==> src/cgra_pkg.sv <==
`default_nettype none

package cgra_pkg;

    // host and datapath widths
    localparam int DATA_WIDTH = 32;
    localparam int ADDR_WIDTH = 20;

    // context memory geometry
    localparam int CM_WIDTH     = 64;
    localparam int CM_DEPTH     = 16;
    localparam int CM_ADDR_BITS = 4;

    // one host write fills one lane of a context word
    localparam int LANE_WIDTH = 16;
    localparam int NUM_LANES  = 4;
    localparam int LANE_BITS  = $clog2(NUM_LANES);

    // array size
    localparam int NUM_TILES_X  = 2;
    localparam int NUM_TILES_Y  = 2;
    localparam int NUM_TILES    = NUM_TILES_X * NUM_TILES_Y;
    localparam int TILE_ID_BITS = 2;

    // host address fields
    localparam int REGION_LSB  = 18;
    localparam int REGION_BITS = 2;
    localparam int TILE_LSB    = 7;
    localparam int WORD_LSB    = 3;
    localparam int LANE_LSB    = 1;

    // context word fields
    localparam int OPCODE_LSB  = 0;
    localparam int OPCODE_BITS = 4;
    localparam int TARGET_LSB  = 8;
    localparam int OPERAND_LSB = 16;

    typedef enum logic [REGION_BITS-1:0] {
        REGION_CM  = 2'b00,
        REGION_ACC = 2'b01
    } region_e;

    // zero decodes as nop, so a cleared memory is a harmless program
    typedef enum logic [OPCODE_BITS-1:0] {
        OP_NOP  = 4'h0,
        OP_ADD  = 4'h1,
        OP_XOR  = 4'h2,
        OP_JUMP = 4'h3,
        OP_HALT = 4'hf
    } opcode_e;

    typedef enum logic [1:0] {
        ST_IDLE = 2'b00,
        ST_RUN  = 2'b01,
        ST_DONE = 2'b10
    } exec_state_e;

endpackage

`default_nettype wire

==> src/cfg_write_decoder.sv <==
`timescale 1ns/1ps
`default_nettype none

module cfg_write_decoder (
    input  logic                              clk,
    input  logic                              reset,
    input  logic                              chip_en,
    input  logic                              read_write,
    input  logic                              scan_data_or_addr,
    input  logic                              scan_start_exec,
    input  logic                              running,
    input  logic [cgra_pkg::ADDR_WIDTH-1:0]   address_in,
    input  logic [cgra_pkg::DATA_WIDTH-1:0]   data_in,
    input  logic [1:0]                        data_addr_valid,
    output logic [cgra_pkg::CM_WIDTH-1:0]     cm_wr_data,
    output logic [cgra_pkg::CM_WIDTH-1:0]     cm_bit_en,
    output logic [cgra_pkg::NUM_TILES-1:0]    tile_wr_sel,
    output logic [cgra_pkg::CM_ADDR_BITS-1:0] word_addr
);

    cgra_pkg::region_e                 region;
    logic [cgra_pkg::LANE_BITS-1:0]    lane;
    logic [cgra_pkg::TILE_ID_BITS-1:0] tile_idx;
    logic [cgra_pkg::LANE_WIDTH-1:0]   byte_mask;
    logic                              wr_strobe;

    assign region    = cgra_pkg::region_e'(address_in[cgra_pkg::REGION_LSB +:
                                                      cgra_pkg::REGION_BITS]);
    assign lane      = address_in[cgra_pkg::LANE_LSB +: cgra_pkg::LANE_BITS];
    assign tile_idx  = address_in[cgra_pkg::TILE_LSB +: cgra_pkg::TILE_ID_BITS];
    assign word_addr = address_in[cgra_pkg::WORD_LSB +: cgra_pkg::CM_ADDR_BITS];

    // bit 1 enables the upper byte of the lane, bit 0 the lower
    assign byte_mask = {{(cgra_pkg::LANE_WIDTH/2){data_addr_valid[1]}},
                        {(cgra_pkg::LANE_WIDTH/2){data_addr_valid[0]}}};

    // lane data and mask shifted into place in the context word
    assign cm_wr_data = {{(cgra_pkg::CM_WIDTH-cgra_pkg::LANE_WIDTH){1'b0}},
                         data_in[cgra_pkg::LANE_WIDTH-1:0] & byte_mask}
                        << (lane * cgra_pkg::LANE_WIDTH);
    assign cm_bit_en  = {{(cgra_pkg::CM_WIDTH-cgra_pkg::LANE_WIDTH){1'b0}}, byte_mask}
                        << (lane * cgra_pkg::LANE_WIDTH);

    // no write while the array is executing
    assign wr_strobe = chip_en && read_write && !scan_start_exec && !scan_data_or_addr
                       && !running && (region == cgra_pkg::REGION_CM)
                       && (data_addr_valid != 2'b00);

    assign tile_wr_sel = wr_strobe ? ({{(cgra_pkg::NUM_TILES-1){1'b0}}, 1'b1} << tile_idx)
                                   : '0;

endmodule

`default_nettype wire

==> config.mk <==
export PLATFORM = sky130hd
export DESIGN_NAME = cfg_write_decoder
export DESIGN_NICKNAME = d
export VERILOG_FILES = /design/src/cgra_pkg.sv /design/src/cfg_write_decoder.sv
export SDC_FILE = /design/constraint.sdc
export NUM_CORES = 1
export LEC_CHECK = 0
export BUFFER_PORTS_ARGS = -buffer_cell sky130_fd_sc_hd__buf_2
export CAP_MARGIN = 5
export CORE_AREA = 3 3 75 77
export DETAILED_ROUTE_END_ITERATION = 10
export DIE_AREA = 0 0 78 80
export PLACE_DENSITY_LB_ADDON = 0.08
export RECOVER_POWER = 25
export SLEW_MARGIN = 20
export SYNTH_ARGS = -nofsm -noshare
export SYNTH_HDL_FRONTEND = slang
export SYNTH_SLANG_ARGS = --single-unit
export TNS_END_PERCENT = 5
==> constraint.sdc <==
create_clock -name vclk -period 1.6
set_input_delay 0.24 -clock vclk [all_inputs]
set_output_delay 0.24 -clock vclk [all_outputs]
set_load 0.02 [all_outputs]
==> out/results.tsv <==
stage	metric	value	unit
flow_run	number of maximum-capacitance constraint violations	0	
timing	final worst hold slack	0.480	ns
clock_network	number of buffers inserted by post-CTS setup repair	0	
critical_path	Crit. End Element	output pin	
layout	Reg area	0	µm²
status	status	completed	
timing	maximum frequency from static timing analysis	0.666	GHz
layout	layout cell share with drive strength beyond 1	57.8	%
placed_design	GP Congestion	0.657	
floorplanning	height of the die	80	µm
layout	clock buffer instance count of the final layout	0	
clock_network	Hold-fix buffers, CTS	0	
critical_path	data required time of the worst path	1.36	ns
critical_path	data arrival time of the worst path	1.26	ns
floorplanning	number of standard-cell rows in the floorplan	26	
yosys	Distinct cells, synth	12	
timing	Setup Total Neg Slack	0	ns
yosys	fraction of the yosys area taken by sequential cells	0	%
placed_design	IO buf count	161	
global_route	overall overflow remaining after global route	0	
timing	final setup fails	0	
critical_path	cell class contributing the biggest share of worst-path delay	simple AND/OR/NAND/NOR gates	
yosys	cell accounting for the most synthesized area	sky130_fd_sc_hd__buf_4	
floorplanning	Die ar.	6240	µm²
floorplanning	initial core utilization	20.0	%
pwr	total power density per cell area	250	nW/µm²
timing	final hold violations	0	
placed_design	number of cells after detailed placement	321	
timing	final cycle utilization of the critical path	93.9	%
critical_path	Crit path buffers/inverters	2	
critical_path	delay contributed by the slowest stage of the critical path	0.53	ns
floorplanning	Horiz. Die Dim	78	µm
critical_path	crit path max-delay cell type	sky130_fd_sc_hd__or4_1	
layout	final net count	314	
layout	final std cells w/o fill	321	
drt	via count of the routed design	1195	
yosys	synthesized net count	208	
timing	worst slew pin tran	0.336	ns
floorplanning	total I/O pin count	197	
yosys	post-synthesis cell area	1010	µm²
layout	signed area change from the synthesized netlist to the final layout	43.3	%
drt	DRC marker count from the first detailed-route iteration	20	
placed_design	total half-perimeter wirelength after legalization and detailed placement	2820	µm
yosys	synthesized netlist cell count	147	
timing	crit path setup slack, layout	0.0975	ns
floorplanning	CORE AREA	5070	µm²
yosys	post-synthesis area per instance	6.90	µm²
yosys	count of synthesis-stage warnings from yosys	0	
global_route	antenna violations before repair	0	
clock_network	number of gates given a new drive strength after cts	0	
critical_path	list of cells traversed by the critical path	buf_2 > or4_1 > nor4_1 > buf_2	
yosys	area share of the leading cell type in the synthesized netlist	44.4	%
critical_path	worst-path fanout max	2	
global_route	GRT Util Overall	8.90	%
drt	iteration count of the initial detailed-routing pass	3	
timing	minimum clock period	1.50	ns
critical_path	most repeated library cell on the critical path	sky130_fd_sc_hd__buf_2	
global_route	via count of the first global-routing pass	1023	
critical_path	kind of start point of the critical path	input port	
yosys	biggest area contributors in the synthesized netlist	sky130_fd_sc_hd__buf_4, sky130_fd_sc_hd__and2_1, sky130_fd_sc_hd__and3b_1	
timing	RSZ-0062 raised after global routing	false	
drt	Antenna Nets Post-Route	0	
layout	number of flip-flops and latches	0	
global_route	maximum number of pins on one net before global-route repair	17	
layout	antenna diode count	0	
drt	total detailed-routing wirelength	3320	µm
drt	total DRC errors in the routed layout	0	
pwr	P_leak	0.000996	µW
drt	average detailed-routed wire length per instance	10.3	µm
timing	number of max-slew violations in the final report	0	
pwr	worst vdd ir	91.5	µV
timing	worst-case headroom to the max-slew limit	77.6	%
placed_design	Placement Setup Slack	0.0911	ns
hold_path	worst hold path class	input port to output pin	
global_route	global-route wire length before repair	4770	µm
critical_path	Worst Path Class, Setup	input port to output pin	
drt	average vias per placed instance	3.72	
## worst paths after layout
check,from,end,slack [ns],depth (start not counted)
max,address_in[8],tile_wr_sel[0],0.1,4
min,address_in[3],word_addr[0],0.48,0
## per-layer routing
layer  track usage [%]  up-vias  routed length (µm)
met5                 0        -                   0
met4             0.350        0                   9
met3              2.60        4                 497
met2              18.7       93                1660
met1              8.93      491                1150
li1                  -      607                   -
## through the flow
stage / utilization, % / instance area, µm² / power, µW
6_report: 28.6 / 1450 / 364
5_1_grt: 28.6 / 1450 / 395
4_1_cts: 29.5 / 1500 / 379
3_5_place_dp: 29.5 / 1500 / 378
3_3_place_gp: 29.5 / 1500 / 381
2_1_floorplan: - / 1010 / 299
## area by class of cell
cell class         instances  area, µm²
repair buffers           170        832
fillers                  602       3620
well taps                 70       87.6
inverters                  1       3.75
multi-input cells         80        531
## synthesized netlist by cell type
| master | n |
|---|---|
| sky130_fd_sc_hd__and2_1 | 64 |
| sky130_fd_sc_hd__nor2_1 | 1 |
| sky130_fd_sc_hd__and3b_1 | 4 |
| sky130_fd_sc_hd__buf_2 | 6 |
| sky130_fd_sc_hd__and3_1 | 2 |
| sky130_fd_sc_hd__nor3b_2 | 2 |
| sky130_fd_sc_hd__buf_4 | 60 |
| sky130_fd_sc_hd__nand4bb_1 | 1 |
| sky130_fd_sc_hd__or4_1 | 1 |
| sky130_fd_sc_hd__or4b_1 | 1 |
| sky130_fd_sc_hd__inv_1 | 1 |
| sky130_fd_sc_hd__nor4_1 | 4 |
## logic make-up (layout without fill, tap and decap cells)
family,Yosys count,count (layout),synth area share [%]
buffers and inverters,67,171,47.7
and+or+nand+nor,80,80,52.3
## where the power goes
part | internal [µW] | leakage, µW | total (µW) | switching, µW
Sequential | 0 | 0 | 0 | 0
Combinational | 126 | 0.000996 | 364 | 238
Clock | 0 | 0 | 0 | 0
Total | 126 | 0.000996 | 364 | 238
## placed cells by master (no fill, tap or decap)
cell                        count
sky130_fd_sc_hd__nand4bb_1      1
sky130_fd_sc_hd__and2_1        64
sky130_fd_sc_hd__clkbuf_2       3
sky130_fd_sc_hd__and3b_1        4
sky130_fd_sc_hd__buf_4          6
sky130_fd_sc_hd__inv_1          1
sky130_fd_sc_hd__or4_1          1
sky130_fd_sc_hd__and3_1         2
sky130_fd_sc_hd__buf_2        134
sky130_fd_sc_hd__nor3b_2        2
sky130_fd_sc_hd__nor2_1         1
sky130_fd_sc_hd__or4b_1         1
sky130_fd_sc_hd__clkbuf_1      27
sky130_fd_sc_hd__nor4_1         4
Power figures use the tool's default switching activity.
