<file path="src/cgra_pkg.sv">
`default_nettype none

package cgra_pkg;

    // host and datapath widths
    localparam int DATA_WIDTH = 32;
    localparam int ADDR_WIDTH = 20;

    // context memory geometry
    localparam int CM_WIDTH     = 64;
    localparam int CM_DEPTH     = 16;
    localparam int CM_ADDR_BITS = 4;

    // one host write fills one lane of a context word
    localparam int LANE_WIDTH = 16;
    localparam int NUM_LANES  = 4;
    localparam int LANE_BITS  = $clog2(NUM_LANES);

    // array size
    localparam int NUM_TILES_X  = 2;
    localparam int NUM_TILES_Y  = 2;
    localparam int NUM_TILES    = NUM_TILES_X * NUM_TILES_Y;
    localparam int TILE_ID_BITS = 2;

    // host address fields
    localparam int REGION_LSB  = 18;
    localparam int REGION_BITS = 2;
    localparam int TILE_LSB    = 7;
    localparam int WORD_LSB    = 3;
    localparam int LANE_LSB    = 1;

    // context word fields
    localparam int OPCODE_LSB  = 0;
    localparam int OPCODE_BITS = 4;
    localparam int TARGET_LSB  = 8;
    localparam int OPERAND_LSB = 16;

    typedef enum logic [REGION_BITS-1:0] {
        REGION_CM  = 2'b00,
        REGION_ACC = 2'b01
    } region_e;

    // zero decodes as nop, so a cleared memory is a harmless program
    typedef enum logic [OPCODE_BITS-1:0] {
        OP_NOP  = 4'h0,
        OP_ADD  = 4'h1,
        OP_XOR  = 4'h2,
        OP_JUMP = 4'h3,
        OP_HALT = 4'hf
    } opcode_e;

    typedef enum logic [1:0] {
        ST_IDLE = 2'b00,
        ST_RUN  = 2'b01,
        ST_DONE = 2'b10
    } exec_state_e;

endpackage

`default_nettype wire

</file>
<file path="src/context_mem.sv">
`timescale 1ns/1ps
`default_nettype none

module context_mem (
    input  logic                              clk,
    input  logic                              reset,
    input  logic                              wr_en,
    input  logic [cgra_pkg::CM_ADDR_BITS-1:0] wr_addr,
    input  logic [cgra_pkg::CM_ADDR_BITS-1:0] rd_addr,
    input  logic [cgra_pkg::CM_WIDTH-1:0]     wr_data,
    input  logic [cgra_pkg::CM_WIDTH-1:0]     bit_en,
    output logic [cgra_pkg::CM_WIDTH-1:0]     rd_data
);

    logic [cgra_pkg::CM_WIDTH-1:0] mem [cgra_pkg::CM_DEPTH];

    // unloaded words read back as zero and execute as nop
    always_ff @(posedge clk) begin
        if (reset) begin
            for (int i = 0; i < cgra_pkg::CM_DEPTH; i++) begin
                mem[i] <= '0;
            end
        end else if (wr_en) begin
            // only masked bits change
            mem[wr_addr] <= (mem[wr_addr] & ~bit_en) | (wr_data & bit_en);
        end
    end

    assign rd_data = mem[rd_addr];

endmodule

`default_nettype wire

</file>
<file path="src/tile.sv">
`timescale 1ns/1ps
`default_nettype none

module tile (
    input  logic                              clk,
    input  logic                              reset,
    input  logic                              chip_en,
    input  logic                              running,
    input  logic                              wr_sel,
    input  logic [cgra_pkg::CM_ADDR_BITS-1:0] word_addr,
    input  logic [cgra_pkg::CM_WIDTH-1:0]     cm_wr_data,
    input  logic [cgra_pkg::CM_WIDTH-1:0]     cm_bit_en,
    output logic [cgra_pkg::CM_WIDTH-1:0]     cm_rd_data,
    output logic [cgra_pkg::DATA_WIDTH-1:0]   acc,
    output logic                              halted
);

    logic [cgra_pkg::CM_ADDR_BITS-1:0] pc;
    logic [cgra_pkg::CM_ADDR_BITS-1:0] rd_addr;
    cgra_pkg::opcode_e                 opcode;
    logic [cgra_pkg::DATA_WIDTH-1:0]   operand;
    logic [cgra_pkg::CM_ADDR_BITS-1:0] target;
    logic                              idle_q;
    logic                              first;
    logic                              halted_q;

    // host word address while idle, program counter while running
    assign rd_addr = running ? pc : word_addr;

    context_mem i_cm (
        .clk     (clk),
        .reset   (reset),
        .wr_en   (wr_sel),
        .wr_addr (word_addr),
        .rd_addr (rd_addr),
        .wr_data (cm_wr_data),
        .bit_en  (cm_bit_en),
        .rd_data (cm_rd_data)
    );

    // instruction fields
    assign opcode  = cgra_pkg::opcode_e'(cm_rd_data[cgra_pkg::OPCODE_LSB +:
                                                    cgra_pkg::OPCODE_BITS]);
    assign operand = cm_rd_data[cgra_pkg::OPERAND_LSB +: cgra_pkg::DATA_WIDTH];
    assign target  = cm_rd_data[cgra_pkg::TARGET_LSB +: cgra_pkg::CM_ADDR_BITS];

    // first running cycle clears state, no instruction issues
    assign first = running && idle_q;

    // stale halt from the previous run must not end the new one
    assign halted = halted_q && !first;

    always_ff @(posedge clk) begin
        if (reset) begin
            idle_q   <= 1'b1;
            pc       <= '0;
            acc      <= '0;
            halted_q <= 1'b0;
        end else if (chip_en) begin
            idle_q <= !running;
            if (first) begin
                pc       <= '0;
                acc      <= '0;
                halted_q <= 1'b0;
            end else if (running && !halted_q) begin
                case (opcode)
                    cgra_pkg::OP_ADD: begin
                        acc <= acc + operand;
                        pc  <= pc + 1'b1;
                    end
                    cgra_pkg::OP_XOR: begin
                        acc <= acc ^ operand;
                        pc  <= pc + 1'b1;
                    end
                    cgra_pkg::OP_JUMP: begin
                        pc <= target;
                    end
                    cgra_pkg::OP_HALT: begin
                        halted_q <= 1'b1;
                    end
                    // nop and undefined codes just advance
                    default: begin
                        pc <= pc + 1'b1;
                    end
                endcase
            end
        end
    end

endmodule

`default_nettype wire

</file>
<file path="config.mk">
export PLATFORM = sky130hd
export DESIGN_NAME = tile
export DESIGN_NICKNAME = d
export VERILOG_FILES = /design/src/cgra_pkg.sv /design/src/context_mem.sv /design/src/tile.sv
export SDC_FILE = /design/constraint.sdc
export NUM_CORES = 2
export LEC_CHECK = 0
export BUFFER_PORTS_ARGS = -buffer_cell sky130_fd_sc_hd__clkbuf_2
export CORE_ASPECT_RATIO = 0.75
export CORE_MARGIN = 10
export CORE_UTILIZATION = 40
export DETAILED_ROUTE_END_ITERATION = 12
export HOLD_SLACK_MARGIN = 0.15
export PLACE_DENSITY = 0.61
export SETUP_SLACK_MARGIN = 0.5
export SLEW_MARGIN = 10
export SYNTH_ARGS = -nofsm -noshare
export SYNTH_HDL_FRONTEND = slang
export SYNTH_HIERARCHICAL = 1
export SYNTH_SLANG_ARGS = --single-unit
</file>
<file path="constraint.sdc">
create_clock -name clk -period 13.3 [get_ports clk]
set_input_delay 2.66 -clock clk [delete_from_list [all_inputs] [get_ports clk]]
set_output_delay 2.66 -clock clk [all_outputs]
set_load 0.005 [all_outputs]
</file>
==> flow_summary.toml <==
[finish]
layout.cells.non_filler = 6073
final_layout_size_suffix_gt1_share_pct = 24.5
layout_common_cells = "sky130_fd_sc_hd__nor3_1, sky130_fd_sc_hd__edfxtp_1, sky130_fd_sc_hd__mux4_2"
fin_nets = 4264
fin_area_mm2 = 0.0636
layout.cells.most_common = "sky130_fd_sc_hd__nor3_1"
flow.area_growth_from_synthesis_pct = 9.74
final_standard_cell_utilization_of_the_core_pct = 44.4
layout.filler_cells = 12800

[setup_path]
setup.worst_path.class = "in -> out"
ff2ff_path_depth = 11
end_kind = "output pin"
maximum_fanout_count_along_the_critical_path = 114
timing.critical_path.arrival_ns = 6.58
worst_setup_path_start_kind = "input port"
cp.required_ns = 10.64

[detailed_routing]
route.detailed.wl_per_inst_um = 34.2
drc_errors = 0
route.final.wire_length_mm = 208
vias = 40800
ant_nets = 0
avgViaCountPerCell = 6.72
drtIter0Drc = 5260
drt_first_pass_iters = 5

[synth]
yosys.area.top_type_share_pct = 53.0
syn_area_mm2 = 0.0580
netlist-cell-type-count = 71
number_of_synthesized_register_bits = 1062
synth_area_per_cell_um2 = 14.0
asyncSetResetFlopFracSynth_pct = 0
yosys.area.top_type = "sky130_fd_sc_hd__edfxtp_1"
postSynth.topFlopCell = "sky130_fd_sc_hd__edfxtp_1"
synth_edf_count = 1024
post_synth_main_area_contributors = "sky130_fd_sc_hd__edfxtp_1, sky130_fd_sc_hd__mux4_2, sky130_fd_sc_hd__nor3_1"
cell_count_after_synthesis = 4132
yosys_warnings = 6
synth_seq_area_share_pct = 54.3
syn_nets = 4302

[global_route]
grt_pass1_vias = 40400
grt_pass1_wl_mm = 297
gr_util_all_layers_pct = 25.1
grt_overflow_total = 0
grt_start_max_net_pins = 115
number_of_antenna_violations_at_the_first_check_in_global_routing = 1

[clock_network]
cts_inserted_buffers = 104
tritoncts_clock_tree = "built"
clock-root-buffer = "sky130_fd_sc_hd__clkbuf_16"
clock-sinks = 1062
clk_latency_ns = 0.75
longest_clk_path_bufs = 3
cts_hold_buf = 0
post_cts_buffers = 0
clk_pin_slew_ns = 0.07
cts_max_level = 3
cts_resized = 0

[floorplan]
core_area_mm2 = 0.143
die_width_um = 460
die_y_um = 350
floorplan.initialDensity_pct = 40.4
floorplan.die_area_mm2 = 0.161
rows = 120
design.portCount = 234

[sta]
rsz_0062_raised_after_global_routing = "false"
upper_clock_frequency_limit_mhz = 108
setup_viol = 0
post-route-worst-setup-slack_ns = 4.06
finClkSkew_ns = 0.0433
finalHoldWorstSlack_ns = 0.487
period_needed_ns = 9.24
final_layout_setup_total_negative_slack_ns = 0
slew_headroom_pct = 17.1
final-hold-violation-count = 0
worst_pin_slew_ns = 1.24
slew_viol_final = 0
fin_crit_share_pct = 69.5

[hold_path]
hold_path_class = "reg -> reg"
hold_depth = 2

[place]
dp_cells = 5879
hpwlAfterDp_mm = 114
place.gp.congestion = 0.844
postPlaceCellArea_mm2 = 0.0602
dpl_worst_slack_ns = 4.07
port_buffers = 233

[outcome]
run_status = "finished, final reports clean"

[power_and_ir_drop]
total_leakage_power_nw = 21.8
vdd_ir_drop_max_v = 0.000101
p_total_mw = 8.07
power-per-cell-area_mw_per_mm2 = 127

[flow_run]
max_cap_violations = 0
synth_stat cells, types with 5 or more instances:
| library cell | count |
|---|---|
| sky130_fd_sc_hd__clkbuf_1 | 225 |
| sky130_fd_sc_hd__and4_1 | 5 |
| sky130_fd_sc_hd__buf_4 | 75 |
| sky130_fd_sc_hd__a2bb2oi_1 | 65 |
| sky130_fd_sc_hd__dfxtp_1 | 38 |
| sky130_fd_sc_hd__xnor2_1 | 17 |
| sky130_fd_sc_hd__a211oi_1 | 6 |
| sky130_fd_sc_hd__mux4_2 | 448 |
| sky130_fd_sc_hd__a211oi_4 | 64 |
| sky130_fd_sc_hd__inv_1 | 81 |
| sky130_fd_sc_hd__buf_1 | 15 |
| sky130_fd_sc_hd__nor2b_1 | 22 |
| sky130_fd_sc_hd__o21ai_0 | 38 |
| sky130_fd_sc_hd__ha_1 | 32 |
| sky130_fd_sc_hd__nand2b_1 | 22 |
| sky130_fd_sc_hd__a22oi_1 | 8 |
| sky130_fd_sc_hd__nor3_1 | 1031 |
| sky130_fd_sc_hd__mux2i_1 | 257 |
| sky130_fd_sc_hd__buf_6 | 15 |
| sky130_fd_sc_hd__a21oi_1 | 106 |
| sky130_fd_sc_hd__edfxtp_1 | 1024 |
| sky130_fd_sc_hd__nand2_1 | 66 |
| sky130_fd_sc_hd__nand3_1 | 13 |
| sky130_fd_sc_hd__nor2_1 | 111 |
| sky130_fd_sc_hd__buf_2 | 116 |
| sky130_fd_sc_hd__o21bai_1 | 8 |
| sky130_fd_sc_hd__xor2_1 | 9 |
| sky130_fd_sc_hd__a31oi_1 | 6 |
| sky130_fd_sc_hd__o221ai_1 | 64 |
| sky130_fd_sc_hd__nand4_1 | 9 |
| sky130_fd_sc_hd__o21ai_1 | 11 |
| sky130_fd_sc_hd__and2_1 | 53 |
| sky130_fd_sc_hd__a21o_1 | 5 |
path summary, 6_finish.rpt:
check                from       endpoint  slack [ns]
min               acc[16]        acc[16]        0.49
max reg2reg         pc[1]        acc[31]        7.29
max          word_addr[1]  cm_rd_data[3]        4.06
min reg2reg       acc[16]        acc[16]        0.49
logic make-up (layout without fill, tap and decap cells):
| family | Yosys count | count (layout) | share of synthesized area [%] |
|---|---|---|---|
| simple gates | 1357 | 1357 | 11.7 |
| compound gates | 415 | 415 | 6.51 |
| mux | 709 | 709 | 21.9 |
| other cells | 0 | 1 | 0 |
| flops | 1062 | 1062 | 54.3 |
| xor+xnor | 26 | 26 | 0.393 |
| fa+ha+maj | 33 | 33 | 0.725 |
| buf+inv | 530 | 579 | 4.40 |
worst max-delay path: stages:
cell	delay, ns
sky130_fd_sc_hd__buf_8	0.59
sky130_fd_sc_hd__mux2_8	1.08
sky130_fd_sc_hd__buf_4	0.91
sky130_fd_sc_hd__mux4_2	0.43
sky130_fd_sc_hd__mux4_2	0.61
sky130_fd_sc_hd__clkbuf_2	0.22
routing by layer:
layer  track usage (%)  share of wire [%]
met4              8.41                3.7
met2              39.3                 46
met5                 0             0.0038
met3              6.81                 13
met1              33.9                 38
where the power goes:
| part | leakage, nW | total (mW) | switching (mW) | internal [mW] |
|---|---|---|---|---|
| clock | 1.68 | 3.08 | 1.36 | 1.71 |
| combinational | 9.25 | 1.13 | 0.721 | 0.405 |
| sequential | 10.9 | 3.87 | 0.0718 | 3.80 |
flip-flops by register name, summed over array words and instances, names as in the netlist:
signal	flops
acc	32
idle_q	1
halted_q	1
pc	4
i_cm/mem	1024
final cells by class:
| type | count | area, um^2 | share of cell area, % |
|---|---|---|---|
| sequential | 1062 | 31500 | 49.5 |
| multi-input combinational | 2540 | 24200 | 38.1 |
| clock buffer | 123 | 2720 | 4.27 |
| tap | 1891 | 2370 | 3.72 |
| timing repair buffer | 304 | 1760 | 2.76 |
| clock inverter | 70 | 728 | 1.14 |
| inverter | 82 | 308 | 0.484 |
| antenna | 1 | 2.50 | 0.00393 |
Note: power is estimated with default switching activity, not from simulation.
