## src/cgra_pkg.sv

```systemverilog
`default_nettype none

package cgra_pkg;

    // host and datapath widths
    localparam int DATA_WIDTH = 32;
    localparam int ADDR_WIDTH = 20;

    // context memory geometry
    localparam int CM_WIDTH     = 64;
    localparam int CM_DEPTH     = 16;
    localparam int CM_ADDR_BITS = 4;

    // one host write fills one lane of a context word
    localparam int LANE_WIDTH = 16;
    localparam int NUM_LANES  = 4;
    localparam int LANE_BITS  = $clog2(NUM_LANES);

    // array size
    localparam int NUM_TILES_X  = 2;
    localparam int NUM_TILES_Y  = 2;
    localparam int NUM_TILES    = NUM_TILES_X * NUM_TILES_Y;
    localparam int TILE_ID_BITS = 2;

    // host address fields
    localparam int REGION_LSB  = 18;
    localparam int REGION_BITS = 2;
    localparam int TILE_LSB    = 7;
    localparam int WORD_LSB    = 3;
    localparam int LANE_LSB    = 1;

    // context word fields
    localparam int OPCODE_LSB  = 0;
    localparam int OPCODE_BITS = 4;
    localparam int TARGET_LSB  = 8;
    localparam int OPERAND_LSB = 16;

    typedef enum logic [REGION_BITS-1:0] {
        REGION_CM  = 2'b00,
        REGION_ACC = 2'b01
    } region_e;

    // zero decodes as nop, so a cleared memory is a harmless program
    typedef enum logic [OPCODE_BITS-1:0] {
        OP_NOP  = 4'h0,
        OP_ADD  = 4'h1,
        OP_XOR  = 4'h2,
        OP_JUMP = 4'h3,
        OP_HALT = 4'hf
    } opcode_e;

    typedef enum logic [1:0] {
        ST_IDLE = 2'b00,
        ST_RUN  = 2'b01,
        ST_DONE = 2'b10
    } exec_state_e;

endpackage

`default_nettype wire

```

## src/exec_control.sv

```systemverilog
`timescale 1ns/1ps
`default_nettype none

module exec_control (
    input  logic                           clk,
    input  logic                           reset,
    input  logic                           chip_en,
    input  logic                           scan_start_exec,
    input  logic [cgra_pkg::NUM_TILES-1:0] halted,
    output logic                           running,
    output logic                           exec_end
);

    cgra_pkg::exec_state_e state;
    cgra_pkg::exec_state_e state_next;
    logic                  all_halted;

    assign all_halted = &halted;

    always_comb begin
        state_next = state;
        case (state)
            cgra_pkg::ST_IDLE, cgra_pkg::ST_DONE: begin
                if (scan_start_exec) begin
                    state_next = cgra_pkg::ST_RUN;
                end
            end
            // start strobes during a run are dropped
            cgra_pkg::ST_RUN: begin
                if (all_halted) begin
                    state_next = cgra_pkg::ST_DONE;
                end
            end
            default: begin
                state_next = cgra_pkg::ST_IDLE;
            end
        endcase
    end

    always_ff @(posedge clk) begin
        if (reset) begin
            state <= cgra_pkg::ST_IDLE;
        end else if (chip_en) begin
            state <= state_next;
        end
    end

    // both decoded straight from the state register
    assign running  = (state == cgra_pkg::ST_RUN);
    assign exec_end = (state == cgra_pkg::ST_DONE);

endmodule

`default_nettype wire

```

## config.mk

```make
export PLATFORM = sky130hd
export DESIGN_NAME = exec_control
export DESIGN_NICKNAME = d
export VERILOG_FILES = /design/src/cgra_pkg.sv /design/src/exec_control.sv
export SDC_FILE = /design/constraint.sdc
export NUM_CORES = 1
export LEC_CHECK = 0
export BUFFER_PORTS_ARGS = -buffer_cell sky130_fd_sc_hd__buf_2
export CAP_MARGIN = 25
export CORE_AREA = 2 2 39 41
export DETAILED_ROUTE_END_ITERATION = 12
export DIE_AREA = 0 0 41 43
export PLACE_DENSITY = 0.35
export REMOVE_ABC_BUFFERS = 1
export SYNTH_ARGS = -nofsm -noshare
export SYNTH_HDL_FRONTEND = slang
export SYNTH_SLANG_ARGS = --single-unit
```

## constraint.sdc

```tcl
create_clock -name clk -period 0.9 [get_ports clk]
set_input_delay 0 -clock clk [delete_from_list [all_inputs] [get_ports clk]]
set_output_delay 0 -clock clk [all_outputs]
set_load 0.03 [all_outputs]
```

==> qor.csv, run 1 <==
metric,value,unit
fin_worst_skew,0.00184,ns
die_w,41,um
timing.hold.ws,0.0447,ns
groute.usage.overall,4.81,%
highest_layer,met3,
critPathCaptureType,output port,
wl_met2,112,um
critPathMaxFanout,5,
p_switching,0.0941,mW
yosysSeqAreaShare,32.3,%
hold_viol,0,
tightest_slew,0.206,ns
max_freq,1090,MHz
p_leak,0.101,nW
failed_checks,negative setup slack,
holdCritPathClass,in -> reg,
finalInstanceArea,225,um2
maxCapViolations,0,
rows,14,
first_pass_iters,1,
synth_edf_count,0,
finalNetCount,35,
synthCells,13,
cts.sink_count,2,
synth_area_leaders,"dfxtp_1 (32%), nor2b_1 (10%), nand4bb_1 (9.1%), a32o_1 (8.1%), and2b_2 (7.1%)",
root_buffer,clkbuf_4,
ys_types,11,
largest_register,state,
clkPwrFrac,50.9,%
setup_violations,1,
fin_ws,-0.0180,ns
yosysTopAreaCellShare,32.3,%
maxSlewViolCount,0,
startpoint_type,flop,
placed_area,189,um2
grt_setup_unrepaired,yes,
cts_max_level,1,
drt_iter0_drc,0,
drc,0,
clk_pin_slew,0.03,ns
largest_reg_flops,2,
reg.largest.list,state (2),
grt_pass1_vias,149,
met1_length,187,um
worstSetupPathType,reg -> out,
fillers,156,
io_buffers,9,
dieArea,1760,um2
start_util,8.95,%
power.share.combinational,21.2,%
gp_congestion,0.584,
routed-wl-met3,32,um
grt_pass1_wl,510,um
vias_per_cell,3.51,
max_slew_margin,86.0,%
seqPwrFrac,27.9,%
grt_max_degree,6,
cts_tree,yes,
synth-seq-cells,2,
yosysWarningCount,0,
cp_slowest_cell,dfxtp_2,
wl_per_cell,8.12,um
syn_area,124,um2
syn_avg_cell_area,9.53,um2
dp_cells,38,
yosysTopAreaCell,dfxtp_1,
power_density,1690,nW/um2
cp_data_required_time,0.90,ns
fin_crit,0.918,ns
diodes,0,
vias,144,
postCtsSetupBuffers,0,
critical_path.cell_chain,and2b_2 -> buf_6,
critical_path_arrival,0.92,ns
max_stage_delay,0.34,ns
pin_count,10,
layoutNonFillerInstCount,41,
core-area,1380,um2
grt_remaining_overflow,0,
drt_wl_total,333,um
vdd_drop_max,0.884,mV
clk_path_buf_depth,2,
p_int,0.287,mW
async_reset_ff_share,0,%
die_y,43,um
setup_tns,-0.0180,ns
status,"finished, violations left",
switching_share,24.7,%
cts_made_buffers,3,
synth_flop_cell,dfxtp_1,
netlist_top_cells_count,"dfxtp_1 (2), nor2b_1 (2)",
ant_nets,0,
p_total,0.381,mW
drive_above_1_share,60.0,%
antenna_found_initial,0,
finalCritPeriodShare,102,%
clkLatencyLatePin,0.22,ns
area_growth,81.8,%
## kinds of logic (layout without fill, tap and decap cells)
group	Yosys count	after routing	synth area share (%)
buffers and inverters	1	13	3.03
AND/OR/NAND/NOR	7	7	45.5
AO/OA/AOI/OAI	3	3	19.2
flip-flops	2	2	32.3
## critical path: cells and delay by family (launching register included)
family | cells | cell delay, ns
flops | 1 | 0.34
simple gates | 1 | 0.22
buf+inv | 1 | 0.13
## power by group through the flow
stage	sequential, mW	combinational [mW]	clock (mW)
floorplan	0.103	0.0416	0
detailed placement	0.106	0.0691	0
global route	0.107	0.0883	0.212
CTS	0.106	0.0816	0.203
finish	0.106	0.0810	0.194
global placement	0.105	0.0686	0
## timing repair
item / CTS / global route
hold buffers: 0 / 0
gates resized for setup: 6 / 0
setup endpoints to repair: 3 / 3
## per-stage QoR
stage,setup WS (ns),utilization [%]
final,-0.0180,16.3
after global routing,-0.0447,16.3
after CTS,-0.0283,16.3
after detailed placement,-0.00549,13.7
after global placement,0.0152,13.7
after floorplan,-0.0168,-
## routing by layer
layer	global-route usage (%)	up-vias
li1	-	76
met5	0	-
met4	2.00	0
met2	5.00	10
met3	6.81	0
met1	5.13	58
## worst paths after layout
kind	from	to	slack, ns	cells past startpoint
setup / recovery	state[0]	exec_end	-0.02	2
hold / removal	reset	state[0]	0.04	2
setup reg to reg	state[0]	state[0]	0.02	2
hold reg to reg	state[0]	state[0]	0.58	2
## cells in the final DEF, fill, tap and decap left out
cell / n
buf_2: 7
clkbuf_4: 3
nor2b_1: 2
buf_6: 2
nand2b_1: 1
inv_2: 1
and2b_2: 1
and4_1: 1
or3b_1: 1
nand4bb_1: 1
o311ai_1: 1
o21ai_0: 1
a32o_1: 1
dfxtp_2: 1
dfxtp_1: 1
## cell type report
| type | count | area [um2] | area share (%) |
|---|---|---|---|
| multi-input cells | 10 | 80.1 | 35.6 |
| repair buffers | 9 | 57.6 | 25.6 |
| flip-flops and latches | 2 | 41.3 | 18.3 |
| clock buffers | 3 | 22.5 | 10.0 |
| well taps | 16 | 20.0 | 8.89 |
| inverters | 1 | 3.75 | 1.67 |
Power figures use the tool's default switching activity.
==> run 2: changes to the inputs <==
--- a/config.mk
+++ b/config.mk
@@ -11,5 +11,5 @@
 export DETAILED_ROUTE_END_ITERATION = 12
 export DIE_AREA = 0 0 41 43
-export PLACE_DENSITY = 0.35
+export PLACE_DENSITY = 0.34
 export REMOVE_ABC_BUFFERS = 1
 export SYNTH_ARGS = -nofsm -noshare
==> constraint.sdc (replaced) <==
create_clock -name clk -period 1.06 [get_ports clk]
set_input_delay 0 -clock clk [delete_from_list [all_inputs] [get_ports clk]]
set_output_delay 0 -clock clk [all_outputs]
set_load 0.005 [all_outputs]
==> run 2 against run 1 <==
Effect of this change:
- final area decreased by 6.1%
- utilization decreased by 0.99 points
- power decreased by 21%
- the flow now finishes without violations
- critical path depth unchanged
- die area unchanged
- sequential cell count unchanged
- highest routed layer unchanged
- hold slack improved by 0.017 ns
==> qor.csv, run 2 (synthesis gave the netlist of run 1 again) <==
metric,value,unit
rows,14,
tightest_slew,0.225,ns
pin_count,10,
largest_register,state,
area_growth,70.7,%
die_y,43,um
setup_violations,0,
maxSlewViolCount,0,
fin_crit,0.935,ns
reg.largest.list,state (2),
dieArea,1760,um2
cts.sink_count,2,
max_freq,1070,MHz
cp_data_required_time,1.06,ns
vdd_drop_max,0.551,mV
drc,0,
first_pass_iters,2,
layoutNonFillerInstCount,41,
max_slew_margin,84.8,%
gp_congestion,0.613,
cts_resized,0,
cp_slowest_cell,dfxtp_1,
final_common_cell,buf_2,
critical_path_arrival,0.93,ns
busiest_layer,met4,
antenna_found_initial,0,
holdCritPathClass,in -> reg,
clk_path_buf_depth,2,
vias,145,
max_stage_delay,0.36,ns
groute.usage.overall,5.71,%
finalCritPeriodShare,88.2,%
postCtsSetupBuffers,0,
p_leak,0.101,nW
clkLatencyLatePin,0.22,ns
worstSetupPathType,reg -> out,
drt_iter0_drc,2,
grt_setup_unrepaired,no,
diodes,0,
grt_pass1_vias,173,
status,finished clean,
grt_util_met1,6.07,%
cts_max_level,1,
hold_viol,0,
io_buffers,9,
start_util,8.95,%
maxCapViolations,0,
ant_nets,0,
power_density,1420,nW/um2
grt_remaining_overflow,0,
mostFrequentLayoutCells,"buf_2 (9), clkbuf_4 (3), nor2b_1 (2), dfxtp_1 (2)",
root_buffer,clkbuf_4,
final_core_util,15.3,%
grt_max_degree,6,
met2_usage,6.88,%
drt_wl_total,345,um
cts_made_buffers,3,
clk_pin_slew,0.03,ns
fin_worst_skew,0.00127,ns
cts_tree,yes,
core-area,1380,um2
vias_per_cell,3.54,
setup_tns,0,ns
grt_pass1_wl,627,um
drive_above_1_share,52.0,%
finalNetCount,35,
startpoint_type,flop,
die_w,41,um
wl_per_cell,8.41,um
largest_reg_flops,2,
critPathMaxFanout,5,
postCtsHoldBufs,0,
critical_path.cell_chain,and2b_2 -> buf_2,
critPathCaptureType,output port,
use_met3,2.09,%
dp_cells,38,
-- run 2: changes by cell type in the layout (fill, tap and decap cells not counted) --
cell / before / now
buf_6: 2 / 0
inv_1: 0 / 1
dfxtp_1: 1 / 2
inv_2: 1 / 0
buf_2: 7 / 9
dfxtp_2: 1 / 0
-- run 2: where the power goes --
part / internal, mW / total (mW) / switching [mW]
Clock: 0.125 / 0.165 / 0.0400
Combinational: 0.0272 / 0.0468 / 0.0195
Sequential: 0.0825 / 0.0887 / 0.00623
-- run 2: per-layer routing --
metal / vias up / wire length, um
met5: - / 0
met4: 0 / 0
met3: 0 / 41
met2: 10 / 158
met1: 61 / 145
li1: 74 / -
-- run 2: path summary, 6_finish.rpt --
kind | start | endpoint | slack (ns) | cells past startpoint
worst max-delay path | state[0] | exec_end | 0.13 | 2
worst min-delay path | reset | state[0] | 0.06 | 2
worst max register to register | state[0] | state[0] | 0.15 | 2
worst min register to register | state[0] | state[0] | 0.58 | 2
-- run 2: critical path: cells and delay by family (launching register included) --
kind | cells | cell delay, ns
and+or+nand+nor | 1 | 0.23
DFF | 1 | 0.36
buffers and inverters | 1 | 0.12
-- run 2: area by class of cell --
cell class	count	area, um2
flip-flops and latches	2	40.0
inverters	1	3.75
repair buffers	9	45.0
clock buffers	3	22.5
fillers	149	1170
multi-input cells	10	80.1
well taps	16	20.0
-- run 2: per-stage QoR --
stage | total power [mW] | instance area, um2 | hold WS (ns) | setup WS, ns
after floorplan | 0.111 | 124 | 0.135 | 0.220
after global placement | 0.135 | 189 | 0.275 | 0.186
after detailed placement | 0.136 | 189 | 0.295 | 0.163
after CTS | 0.313 | 211 | 0.0588 | 0.115
after global routing | 0.331 | 211 | 0.0810 | 0.0696
final | 0.300 | 211 | 0.0617 | 0.125
==> run 3: changes to the inputs <==
Settings changed: RECOVER_POWER set to 50.
==> run 3 against run 2 <==
Effect of this change:
- critical path depth unchanged
- clock skew did not move
- global-route usage did not move
- critical path type unchanged
- register-to-register slack hardly changed
- sequential share of layout area up 0.11 points
- hold slack unchanged
- power is 0.44% lower
- largest cell class unchanged
- worst setup slack unchanged
==> qor.csv, run 3 (synthesis gave the netlist of run 1 again) <==
metric,value,unit
ant_nets,0,
layoutNonFillerInstCount,41,
status,finished clean,
io_buffers,9,
dieArea,1760,um2
p_leak,0.0970,nW
drc,0,
clkLatencyLatePin,0.22,ns
clk_pin_slew,0.03,ns
cp_data_required_time,1.06,ns
drt_wl_total,345,um
pre_cts_slack,0.163,ns
vias,145,
worstSetupPathType,reg -> out,
fin_crit,0.935,ns
critPathMaxFanout,5,
largest_reg_flops,2,
reg.largest.list,state (2),
vias_per_cell,3.54,
cts_resized,0,
maxSlewViolCount,0,
final_core_util,15.2,%
fin_ws,0.125,ns
tightest_slew,0.225,ns
max_slew_margin,84.8,%
final_common_cell,buf_2,
grt_remaining_overflow,0,
rows,14,
maxCapViolations,0,
grt_pass1_wl,627,um
first_pass_iters,2,
max_freq,1070,MHz
cts_made_buffers,3,
groute.usage.overall,5.71,%
largest_register,state,
die_w,41,um
finalCritPeriodShare,88.2,%
diodes,0,
hold_viol,0,
cts_max_level,1,
grt_pass1_vias,173,
drt_iter0_drc,2,
min-delay-start,reset,
postCtsHoldBufs,0,
start_util,8.95,%
critical_path.top_delay_family,flip-flops,
rr_startpoint,state[0],
clk_path_buf_depth,2,
drive_above_1_share,48.0,%
core-area,1380,um2
critical_path_arrival,0.93,ns
cp-startpoint,state[0],
max_stage_delay,0.36,ns
setup_tns,0,ns
critical_path.cell_chain,and2b_2 -> buf_2,
cts_tree,yes,
startpoint_type,flop,
antenna_found_initial,0,
grt_setup_unrepaired,no,
power_density,1420,nW/um2
dp_cells,38,
crit_buf_inv,1,
mostFrequentLayoutCells,"buf_2 (8), clkbuf_4 (3), nor2b_1 (2), dfxtp_1 (2)",
pin_count,10,
grt_max_degree,6,
die_y,43,um
critPathCaptureType,output port,
cp_slowest_cell,dfxtp_1,
vdd_drop_max,0.552,mV
root_buffer,clkbuf_4,
p_total,0.299,mW
cts.sink_count,2,
holdCritPathClass,in -> reg,
postCtsSetupBuffers,0,
setup_violations,0,
area_growth,69.7,%
finalNetCount,35,
wl_per_cell,8.41,um
fin_worst_skew,0.00127,ns
gp_congestion,0.613,
## run 3: per-layer routing
layer,GRT usage [%],vias up,share of wire [%]
met5,0,-,0
met3,2.09,0,12
met4,8.00,0,0
li1,-,74,-
met1,6.07,61,42
met2,6.88,10,46
## run 3: through the flow
stage                     hold slack, ns  instance area [um2]
after floorplan                    0.135                  124
after global placement             0.275                  189
after detailed placement           0.295                  189
after CTS                         0.0588                  211
after global routing              0.0810                  210
final                             0.0617                  210
## run 3: layout make-up
type | count | area (um2)
repair buffers | 9 | 43.8
inverters | 1 | 3.75
multi-input cells | 10 | 80.1
clock buffers | 3 | 22.5
well taps | 16 | 20.0
flip-flops and latches | 2 | 40.0
fillers | 150 | 1170
## run 3: final timing paths
kind	end	slack, ns	depth (start not counted)
max reg2reg	state[0]	0.15	2
max	exec_end	0.13	2
min reg2reg	state[0]	0.58	2
min	state[0]	0.06	2
## run 3: where the power goes
group,switching (mW),internal (mW),total (mW)
Clock,0.0400,0.125,0.165
Combinational,0.0197,0.0257,0.0454
Sequential,0.00623,0.0825,0.0887
## run 3: worst reg2reg max path, stage by stage (launching register included)
cell	delay, ns
dfxtp_1	0.36
or3b_1	0.36
o311ai_1	0.09
