**src/cgra_pkg.sv**
```systemverilog
`default_nettype none

package cgra_pkg;

    // host and datapath widths
    localparam int DATA_WIDTH = 32;
    localparam int ADDR_WIDTH = 20;

    // context memory geometry
    localparam int CM_WIDTH     = 64;
    localparam int CM_DEPTH     = 16;
    localparam int CM_ADDR_BITS = 4;

    // one host write fills one lane of a context word
    localparam int LANE_WIDTH = 16;
    localparam int NUM_LANES  = 4;
    localparam int LANE_BITS  = $clog2(NUM_LANES);

    // array size
    localparam int NUM_TILES_X  = 2;
    localparam int NUM_TILES_Y  = 2;
    localparam int NUM_TILES    = NUM_TILES_X * NUM_TILES_Y;
    localparam int TILE_ID_BITS = 2;

    // host address fields
    localparam int REGION_LSB  = 18;
    localparam int REGION_BITS = 2;
    localparam int TILE_LSB    = 7;
    localparam int WORD_LSB    = 3;
    localparam int LANE_LSB    = 1;

    // context word fields
    localparam int OPCODE_LSB  = 0;
    localparam int OPCODE_BITS = 4;
    localparam int TARGET_LSB  = 8;
    localparam int OPERAND_LSB = 16;

    typedef enum logic [REGION_BITS-1:0] {
        REGION_CM  = 2'b00,
        REGION_ACC = 2'b01
    } region_e;

    // zero decodes as nop, so a cleared memory is a harmless program
    typedef enum logic [OPCODE_BITS-1:0] {
        OP_NOP  = 4'h0,
        OP_ADD  = 4'h1,
        OP_XOR  = 4'h2,
        OP_JUMP = 4'h3,
        OP_HALT = 4'hf
    } opcode_e;

    typedef enum logic [1:0] {
        ST_IDLE = 2'b00,
        ST_RUN  = 2'b01,
        ST_DONE = 2'b10
    } exec_state_e;

endpackage

`default_nettype wire

```
**src/readback_mux.sv**
```systemverilog
`timescale 1ns/1ps
`default_nettype none

module readback_mux (
    input  logic                            clk,
    input  logic                            reset,
    input  logic                            chip_en,
    input  logic                            read_write,
    input  logic                            scan_start_exec,
    input  logic                            running,
    input  logic [cgra_pkg::ADDR_WIDTH-1:0] address_in,
    input  logic [cgra_pkg::CM_WIDTH-1:0]   cm_rd_data [cgra_pkg::NUM_TILES],
    input  logic [cgra_pkg::DATA_WIDTH-1:0] acc [cgra_pkg::NUM_TILES],
    output logic [cgra_pkg::DATA_WIDTH-1:0] data_out,
    output logic                            data_out_valid
);

    cgra_pkg::region_e                 region;
    logic [cgra_pkg::TILE_ID_BITS-1:0] tile_idx;
    logic [cgra_pkg::LANE_BITS-1:0]    lane_idx;
    logic [cgra_pkg::CM_WIDTH-1:0]     lane_word;
    logic [cgra_pkg::DATA_WIDTH-1:0]   rd_value;
    logic                              rd_strobe;

    assign region   = cgra_pkg::region_e'(address_in[cgra_pkg::REGION_LSB +:
                                                     cgra_pkg::REGION_BITS]);
    assign tile_idx = address_in[cgra_pkg::TILE_LSB +: cgra_pkg::TILE_ID_BITS];
    assign lane_idx = address_in[cgra_pkg::LANE_LSB +: cgra_pkg::LANE_BITS];

    // addressed lane moved down to bit 0
    assign lane_word = cm_rd_data[tile_idx] >> (lane_idx * cgra_pkg::LANE_WIDTH);

    always_comb begin
        case (region)
            cgra_pkg::REGION_CM: begin
                rd_value = {{(cgra_pkg::DATA_WIDTH-cgra_pkg::LANE_WIDTH){1'b0}},
                            lane_word[cgra_pkg::LANE_WIDTH-1:0]};
            end
            cgra_pkg::REGION_ACC: begin
                rd_value = acc[tile_idx];
            end
            default: begin
                rd_value = '0;
            end
        endcase
    end

    // reads are only served while idle
    assign rd_strobe = !read_write && !scan_start_exec && !running;

    always_ff @(posedge clk) begin
        if (reset) begin
            data_out       <= '0;
            data_out_valid <= 1'b0;
        end else if (chip_en) begin
            data_out_valid <= rd_strobe;
            if (rd_strobe) begin
                data_out <= rd_value;
            end
        end
    end

endmodule

`default_nettype wire

```
**config.mk**
```make
export PLATFORM = sky130hd
export DESIGN_NAME = readback_mux
export DESIGN_NICKNAME = d
export VERILOG_FILES = /design/src/cgra_pkg.sv /design/src/readback_mux.sv
export SDC_FILE = /design/constraint.sdc
export NUM_CORES = 1
export LEC_CHECK = 0
export BUFFER_PORTS_ARGS = -buffer_cell sky130_fd_sc_hd__buf_2
export CAP_MARGIN = 30
export CORE_AREA = 2 2 171 173
export DETAILED_ROUTE_END_ITERATION = 10
export DIE_AREA = 0 0 173 175
export GPL_ROUTABILITY_DRIVEN = 0
export HOLD_SLACK_MARGIN = 0.03
export PLACE_DENSITY = 0.42
export SYNTH_ARGS = -nofsm -noshare
export SYNTH_HDL_FRONTEND = slang
export SYNTH_SLANG_ARGS = --single-unit
```
**constraint.sdc**
```tcl
create_clock -name clk -period 1.7 [get_ports clk]
set_clock_uncertainty 0.05 [all_clocks]
set_input_delay 0 -clock clk [delete_from_list [all_inputs] [get_ports clk]]
set_output_delay 0 -clock clk [all_outputs]
set_load 0.005 [all_outputs]
```
==> run metrics, run 1 <==
I/O Pins approximately 440; final number of max-transition violations 0; Max Root-Sink Buffers 2; # nets final 1,160; main combinational cell family by area after synthesis multiplexers; total wire length 24,200 um; f_max approximately 730 MHz; hpwl dp approximately 21,000 um; initial detailed-routing violation count ~210; Seq/Total Area, Yosys about 17%; H-tree Lvls 2; Slew @ Worst Pin 0.449 ns; largest net degree at the start of global routing 34; routed len/inst 21.3 um; post-layout minimum cycle time ~1.4 ns; crit-path max FO 14; die area ~30,000 um^2; global route hottest layer met2; CP Capture Type flip-flop; layout cells sized above 1 between 70% and 80%; synthesis-stage register bit count 33; CP startpoint kind primary input; clk slew on worst S/H paths ~0.07 ns; post-route setup slack around 0.34 ns; Hold Crit Class in2reg; total gr overflow 0; max cap viols 0; Starting Density between 10% and 20%; Synth Instances between 300 and 400; post-route antenna net violation count 0; vias per cell 4.31; met2 Track Usage GR around 30%; mux cell area share after synthesis between 50% and 60%; Synth cell types 31; Setup Buffers After CTS 0; Syn Nets 724; Tot Pwr approximately 3.3 mW; Final period util between 80% and 90%; slowest library cell on the worst path or4b_4; synthesized area just under 4000 um^2; status finished clean; Clock Root Buffer clkbuf_16; DRC 0; vias in the first global route 5,277; Synth Area in Simple Gates between 10 and 15%; Clk Latency, worst-skew pair roughly 0.28 ns; global-route wire length before repair approximately 34,000 um; met3 Track Usage GR 4.50%; Hold Vio Cnt, Final 0; Synth Area in Compound Gates between 10 and 15%; Setup violations, final 0; Die W 173 um; port bufs ~430; Pwr per Cell Area 475 nW/um^2; TritonCTS buffer count 5; clk sinks 33; unrepaired setup endpoints after global routing no; Design Area, Final around 7000 um^2; leakage power approximately 3.2 nW; placed inst area 6780 um^2; sum of negative setup slack 0 ns; critical-path cell list buf_2 -> or4b_4 -> nor4b_4 -> buf_12 -> a22oi_1 -> o2111ai_1; Mapped Avg Cell Area between 10 and 15 um^2; CP Data Required Time roughly 1.9 ns; initial antenna violation count 5; Yosys warnings 0; Synth Area in XOR/XNOR 0%; CTS tree done; Crit Path Class in2reg; die height 175 um; Area Overhead vs Synth 77.2%; worst vdd ir 0.000354 V; DP Worst Slack a little under 0.05 ns; FP Rows a little over 60; Worst slew margin 69.8%; routing usage on met1 around 16%; adder-cell share of the synthesized area 0%; GRT Overall Usage between 10% and 20%; DRT Pass-1 Iters 4; Core ar. 28,400 um^2; Critical Path AT between 1.5 and 2 ns; CP max stage delay ~0.67 ns; Via Count around 5k
final cells by class:
type                    count  area, um^2
clock inverters             3        65.1
diodes                      3        7.51
inverters                   2        7.51
flip-flops and latches     33         661
well taps                 384         480
fillers                  3133       21400
clock buffers               5         125
repair buffers            467        2560
multi-input cells         241        3090
logic make-up after synthesis:
logic type	count (synthesis)
mux	100
compound gates	63
buf+inv	40
flops	33
simple gates	78
state kept, by name, indices dropped and copies added, names as in the netlist:
signal and count:
data_out 32, data_out_valid 1
layer usage:
layer	routed length, um	up-vias
met3	2250	20
met1	8480	2340
met4	546	4
met2	12900	307
met5	30	-
li1	-	2234
cell usage after synthesis:
| master | instances | area (um^2) |
|---|---|---|
| mux4_2 | 93 | 2090 |
| nor4_4 | 3 | 63.8 |
| nor3_1 | 2 | 10.0 |
| mux2i_1 | 6 | 60.1 |
| nand2_1 | 34 | 128 |
| buf_4 | 3 | 22.5 |
| buf_1 | 2 | 7.51 |
| clkbuf_1 | 13 | 48.8 |
| nor4b_2 | 1 | 15.0 |
| nand3b_1 | 1 | 7.51 |
| dfxtp_1 | 33 | 661 |
| buf_2 | 18 | 90.1 |
| a22oi_1 | 37 | 278 |
| nor4b_4 | 1 | 23.8 |
| mux2_2 | 1 | 11.3 |
| o2111ai_1 | 12 | 105 |
| nor2b_1 | 1 | 6.26 |
| or3_1 | 1 | 6.26 |
| a22oi_2 | 3 | 37.5 |
| buf_6 | 2 | 22.5 |
| inv_1 | 2 | 7.51 |
| or4b_4 | 1 | 13.8 |
| nand3_1 | 8 | 40.0 |
| and2_1 | 1 | 6.26 |
| nand2b_1 | 2 | 12.5 |
| a31oi_1 | 2 | 12.5 |
| a21oi_1 | 7 | 35.0 |
| nor2_1 | 17 | 63.8 |
| nand4b_1 | 4 | 35.0 |
| o21bai_1 | 2 | 15.0 |
| nand4_1 | 1 | 6.26 |
critical path, delay by kind of cell:
| family | cells | cell delay [ns] |
|---|---|---|
| buf+inv | 2 | 0.30 |
| simple gates | 2 | 1.02 |
| compound gates | 2 | 0.18 |
worst paths after layout:
path	slack, ns	from	cells after the start	endpoint
max reg2reg	0.87	data_out[4]	2	data_out[4]
min	0.06	address_in[18]	4	data_out[1]
min reg2reg	0.42	data_out_valid	2	data_out_valid
max	0.34	scan_start_exec	6	data_out[4]
placed cells by master, fill, tap and decap left out, types with 2 or more instances in the layout:
cell type and n:
nor4_4 3, bufinv_16 2, nand2_1 34, nor2_1 17, a31oi_1 2, clkbuf_16 5
a22oi_1 37, nand4b_1 4, mux2i_1 6, inv_1 2, o2111ai_1 12, a22oi_2 3
diode_2 3, buf_12 9, a21oi_1 7, dfxtp_1 33, nand2b_1 2, o21bai_1 2
buf_4 30, nand3_1 8, mux4_2 93, nor3_1 2, buf_2 426
stage by stage:
step                      instances  hold slack [ns]  utilization, %
after floorplan                 314            0.132               -
after global placement         1126            0.255            23.9
after detailed placement       1126            0.252            23.9
after CTS                      1135           0.0525            24.6
after global routing           1137           0.0776            24.6
final                          1138           0.0564            24.6
timing repair:
item,in CTS,in global routing
endpoints found under the hold margin,1,0
hold buffers,1,0
gates resized for setup,0,0
where the power goes:
group	switching, mW	leakage [nW]	internal (mW)
registers	0.00547	0.266	0.784
clock network	0.403	0.0938	0.839
logic	0.526	2.81	0.764
total	0.935	3.17	2.39
No activity file was read; power rests on OpenSTA's default activity.
==> run 2: changes to the inputs <==
--- a/config.mk
+++ b/config.mk
@@ -7,12 +7,12 @@
 export LEC_CHECK = 0
 export BUFFER_PORTS_ARGS = -buffer_cell sky130_fd_sc_hd__buf_2
 export CAP_MARGIN = 30
-export CORE_AREA = 2 2 171 173
+export CORE_AREA = 2 2 174 176
 export DETAILED_ROUTE_END_ITERATION = 10
-export DIE_AREA = 0 0 173 175
+export DIE_AREA = 0 0 176 178
 export GPL_ROUTABILITY_DRIVEN = 0
 export HOLD_SLACK_MARGIN = 0.03
-export PLACE_DENSITY = 0.42
+export PLACE_DENSITY = 0.4
 export SYNTH_ARGS = -nofsm -noshare
 export SYNTH_HDL_FRONTEND = slang
 export SYNTH_SLANG_ARGS = --single-unit
==> constraint.sdc (replaced) <==
create_clock -name clk -period 1.3 [get_ports clk]
set_clock_uncertainty 0.05 [all_clocks]
set_input_delay 0 -clock clk [delete_from_list [all_inputs] [get_ports clk]]
set_output_delay 0 -clock clk [all_outputs]
set_load 0.005 [all_outputs]
==> run 2 against run 1 <==
The run now ends with negative setup slack left. Power grew 19%. Clock-buffer cell count increased by 1. Worst setup slack lost 0.41 ns. Utilization fell by 0.21 points. First-iteration DRC count shrank 37%. Final cell count increased by 1.9%. Worst hold slack better by 0.013 ns. Critical path depth rose by 1. Sequential power increased by 31%.
==> run metrics, run 2 (synthesis results as in run 1) <==
max cap viols 0 (unchanged); hpwl dp 20,800 um (-1.3%); initial antenna violation count 1 (-4); CP top delay family simple AND/OR/NAND/NOR gates; clk slew on worst S/H paths 0.06 ns (about the same); Largest regs data_out (32), data_out_valid (1); CP startpoint kind primary input; most frequent cells in the layout buf_2, mux4_2, buf_4, a22oi_1, nand2_1; Setup violations, final 14 (+14); CP max stage delay 0.65 ns (-0.02 ns); reg2reg setup slack 0.46 ns (-0.41 ns); GRT Overall Usage 14.5% (-0.95 points); worst path bufs/invs 3 (+1); Top reg by flops data_out; Clock Root Buffer clkbuf_16; Critical Path AT 1.55 ns (+0.03 ns); failing checks negative setup slack; routed len/inst 20.5 um (-3.8%); largest net degree at the start of global routing 34 (unchanged); final number of max-transition violations 0 (unchanged); f_max approximately 730 MHz; die height 178 um (+1.7%); # nets final 1,179 (+1.6%); Via Count 5,037 (+2.7%); Inserted Diodes 0 (-3); unrepaired setup endpoints after global routing yes; leakage power 3.27 nW (+3.0%); Pwr per Cell Area 552 nW/um^2 (+16%); DRC 0 (unchanged); initial detailed-routing violation count 129 (-37%); Crit Path Class in2reg; critical-path cell list buf_6 -> or4b_4 -> nor4b_4 -> buf_4 -> clkbuf_16 -> a22oi_1 -> nand4b_1; port bufs 428 (unchanged); I/O Pins 443 (unchanged); Max Root-Sink Buffers 2 (unchanged); placed inst area 6960 um^2 (+2.6%); total wire length 23,800 um (-2.0%); Slew @ Worst Pin 0.398 ns (-0.0516 ns); post-layout minimum cycle time approximately 1.4 ns; layout cells sized above 1 77.7% (+0.83 points); Worst slew margin 73.5% (+3.7 points); clk sinks 33 (unchanged); CTS tree done; DRT Pass-1 Iters 4 (unchanged); Design Area, Final 7180 um^2 (+2.7%); Final period util 106%; worst vdd ir 0.000425 V (+20%); vias per cell 4.34 (+0.74%); CP Data Required Time 1.47 ns (-0.38 ns); post-route antenna net violation count 0 (unchanged); Clk Latency, worst-skew pair 0.28 ns (about the same); Die W 176 um (+1.7%); Starting Density 13.4% (-0.48 points); die area 31,300 um^2 (+3.5%); Hold Vio Cnt, Final 0 (unchanged); status finished with violations; Core ar. 29,400 um^2 (+3.6%); H-tree Lvls 2 (unchanged); crit-path max FO 8 (-6); global-route wire length before repair 33,000 um (-3.7%); DP Worst Slack -0.345 ns (-0.394 ns); Area Overhead vs Synth 81.9%; FP Rows 63 (+1.6%); CP Capture Type flip-flop; total gr overflow 0 (unchanged); vias in the first global route 5,260 (-0.32%); post-route setup slack -0.0723 ns (-0.408 ns); TritonCTS buffer count 5 (unchanged); max reg flops 32 (unchanged); commonest non-fill, non-tap cell in the layout buf_2; Hold Crit Class in2reg; slowest library cell on the worst path or4b_4
[run 2: cell types whose count changed in the layout (fill, tap and decap cells not counted), moves of 2 or more]
| cell | before | now |
|---|---|---|
| buf_4 | 30 | 44 |
| buf_6 | 1 | 3 |
| bufinv_16 | 2 | 0 |
| a22oi_2 | 3 | 6 |
| diode_2 | 3 | 0 |
| buf_2 | 426 | 424 |
| a22oi_1 | 37 | 34 |
| buf_12 | 9 | 13 |
[run 2: worst paths after layout]
kind | from | endpoint | depth (start not counted)
max | running | data_out[8] | 7
min | address_in[18] | data_out[1] | 5
max reg2reg | data_out[2] | data_out[2] | 2
min reg2reg | data_out_valid | data_out_valid | 2
[run 2: power breakdown]
| group | switching (mW) | total (mW) | internal, mW | leakage, nW |
|---|---|---|---|---|
| clock | 0.480 | 1.18 | 0.705 | 0.0706 |
| combinational | 0.695 | 1.74 | 1.05 | 2.93 |
| sequential | 0.00747 | 1.03 | 1.03 | 0.266 |
[run 2: layout make-up]
type | count | area [um^2]
Timing Repair Buffer | 486 | 2780
Sequential cell | 33 | 661
Multi-Input combinational cell | 241 | 3100
Inverter | 2 | 7.51
Fill cell | 3238 | 22200
Clock inverter | 2 | 10.0
Clock buffer | 6 | 129
Tap cell | 390 | 488
[run 2: routing by layer]
metal | track usage [%] | wire (um) | up-vias
met5 | 0 | 13 | -
met3 | 2.75 | 1890 | 13
met1 | 18.2 | 9800 | 2451
met4 | 2.82 | 244 | 2
met2 | 26.0 | 11800 | 307
li1 | - | - | 2264
[run 2: worst reg2reg max path, stage by stage (launching register included)]
cell       delay, ns
dfxtp_1         0.33
a22oi_1         0.21
o2111ai_1       0.12
[run 2: through the flow]
stage | util, % | instances | power, mW | TNS (ns) | hold slack (ns)
after floorplan | - | 314 | 1.82 | -2.07 | 0.132
final | 24.4 | 1160 | 3.96 | -0.719 | 0.0699
after detailed placement | 23.7 | 1148 | 2.82 | -7.70 | 0.332
after global placement | 23.7 | 1148 | 2.83 | -7.21 | 0.332
after CTS | 24.2 | 1157 | 4.07 | -0.0986 | 0.0640
after global routing | 24.4 | 1160 | 4.21 | -1.15 | 0.112
[run 2: repair_timing]
| item | CTS | global route |
|---|---|---|
| hold buffers | 1 | 0 |
| gates resized for setup | 2 | 3 |
| cloned | 0 | 1 |
| pin swaps | 1 | 17 |
| buffers inserted | 0 | 2 |
| endpoints found under the setup margin | 8 | 14 |
| endpoints found under the hold margin | 1 | 0 |
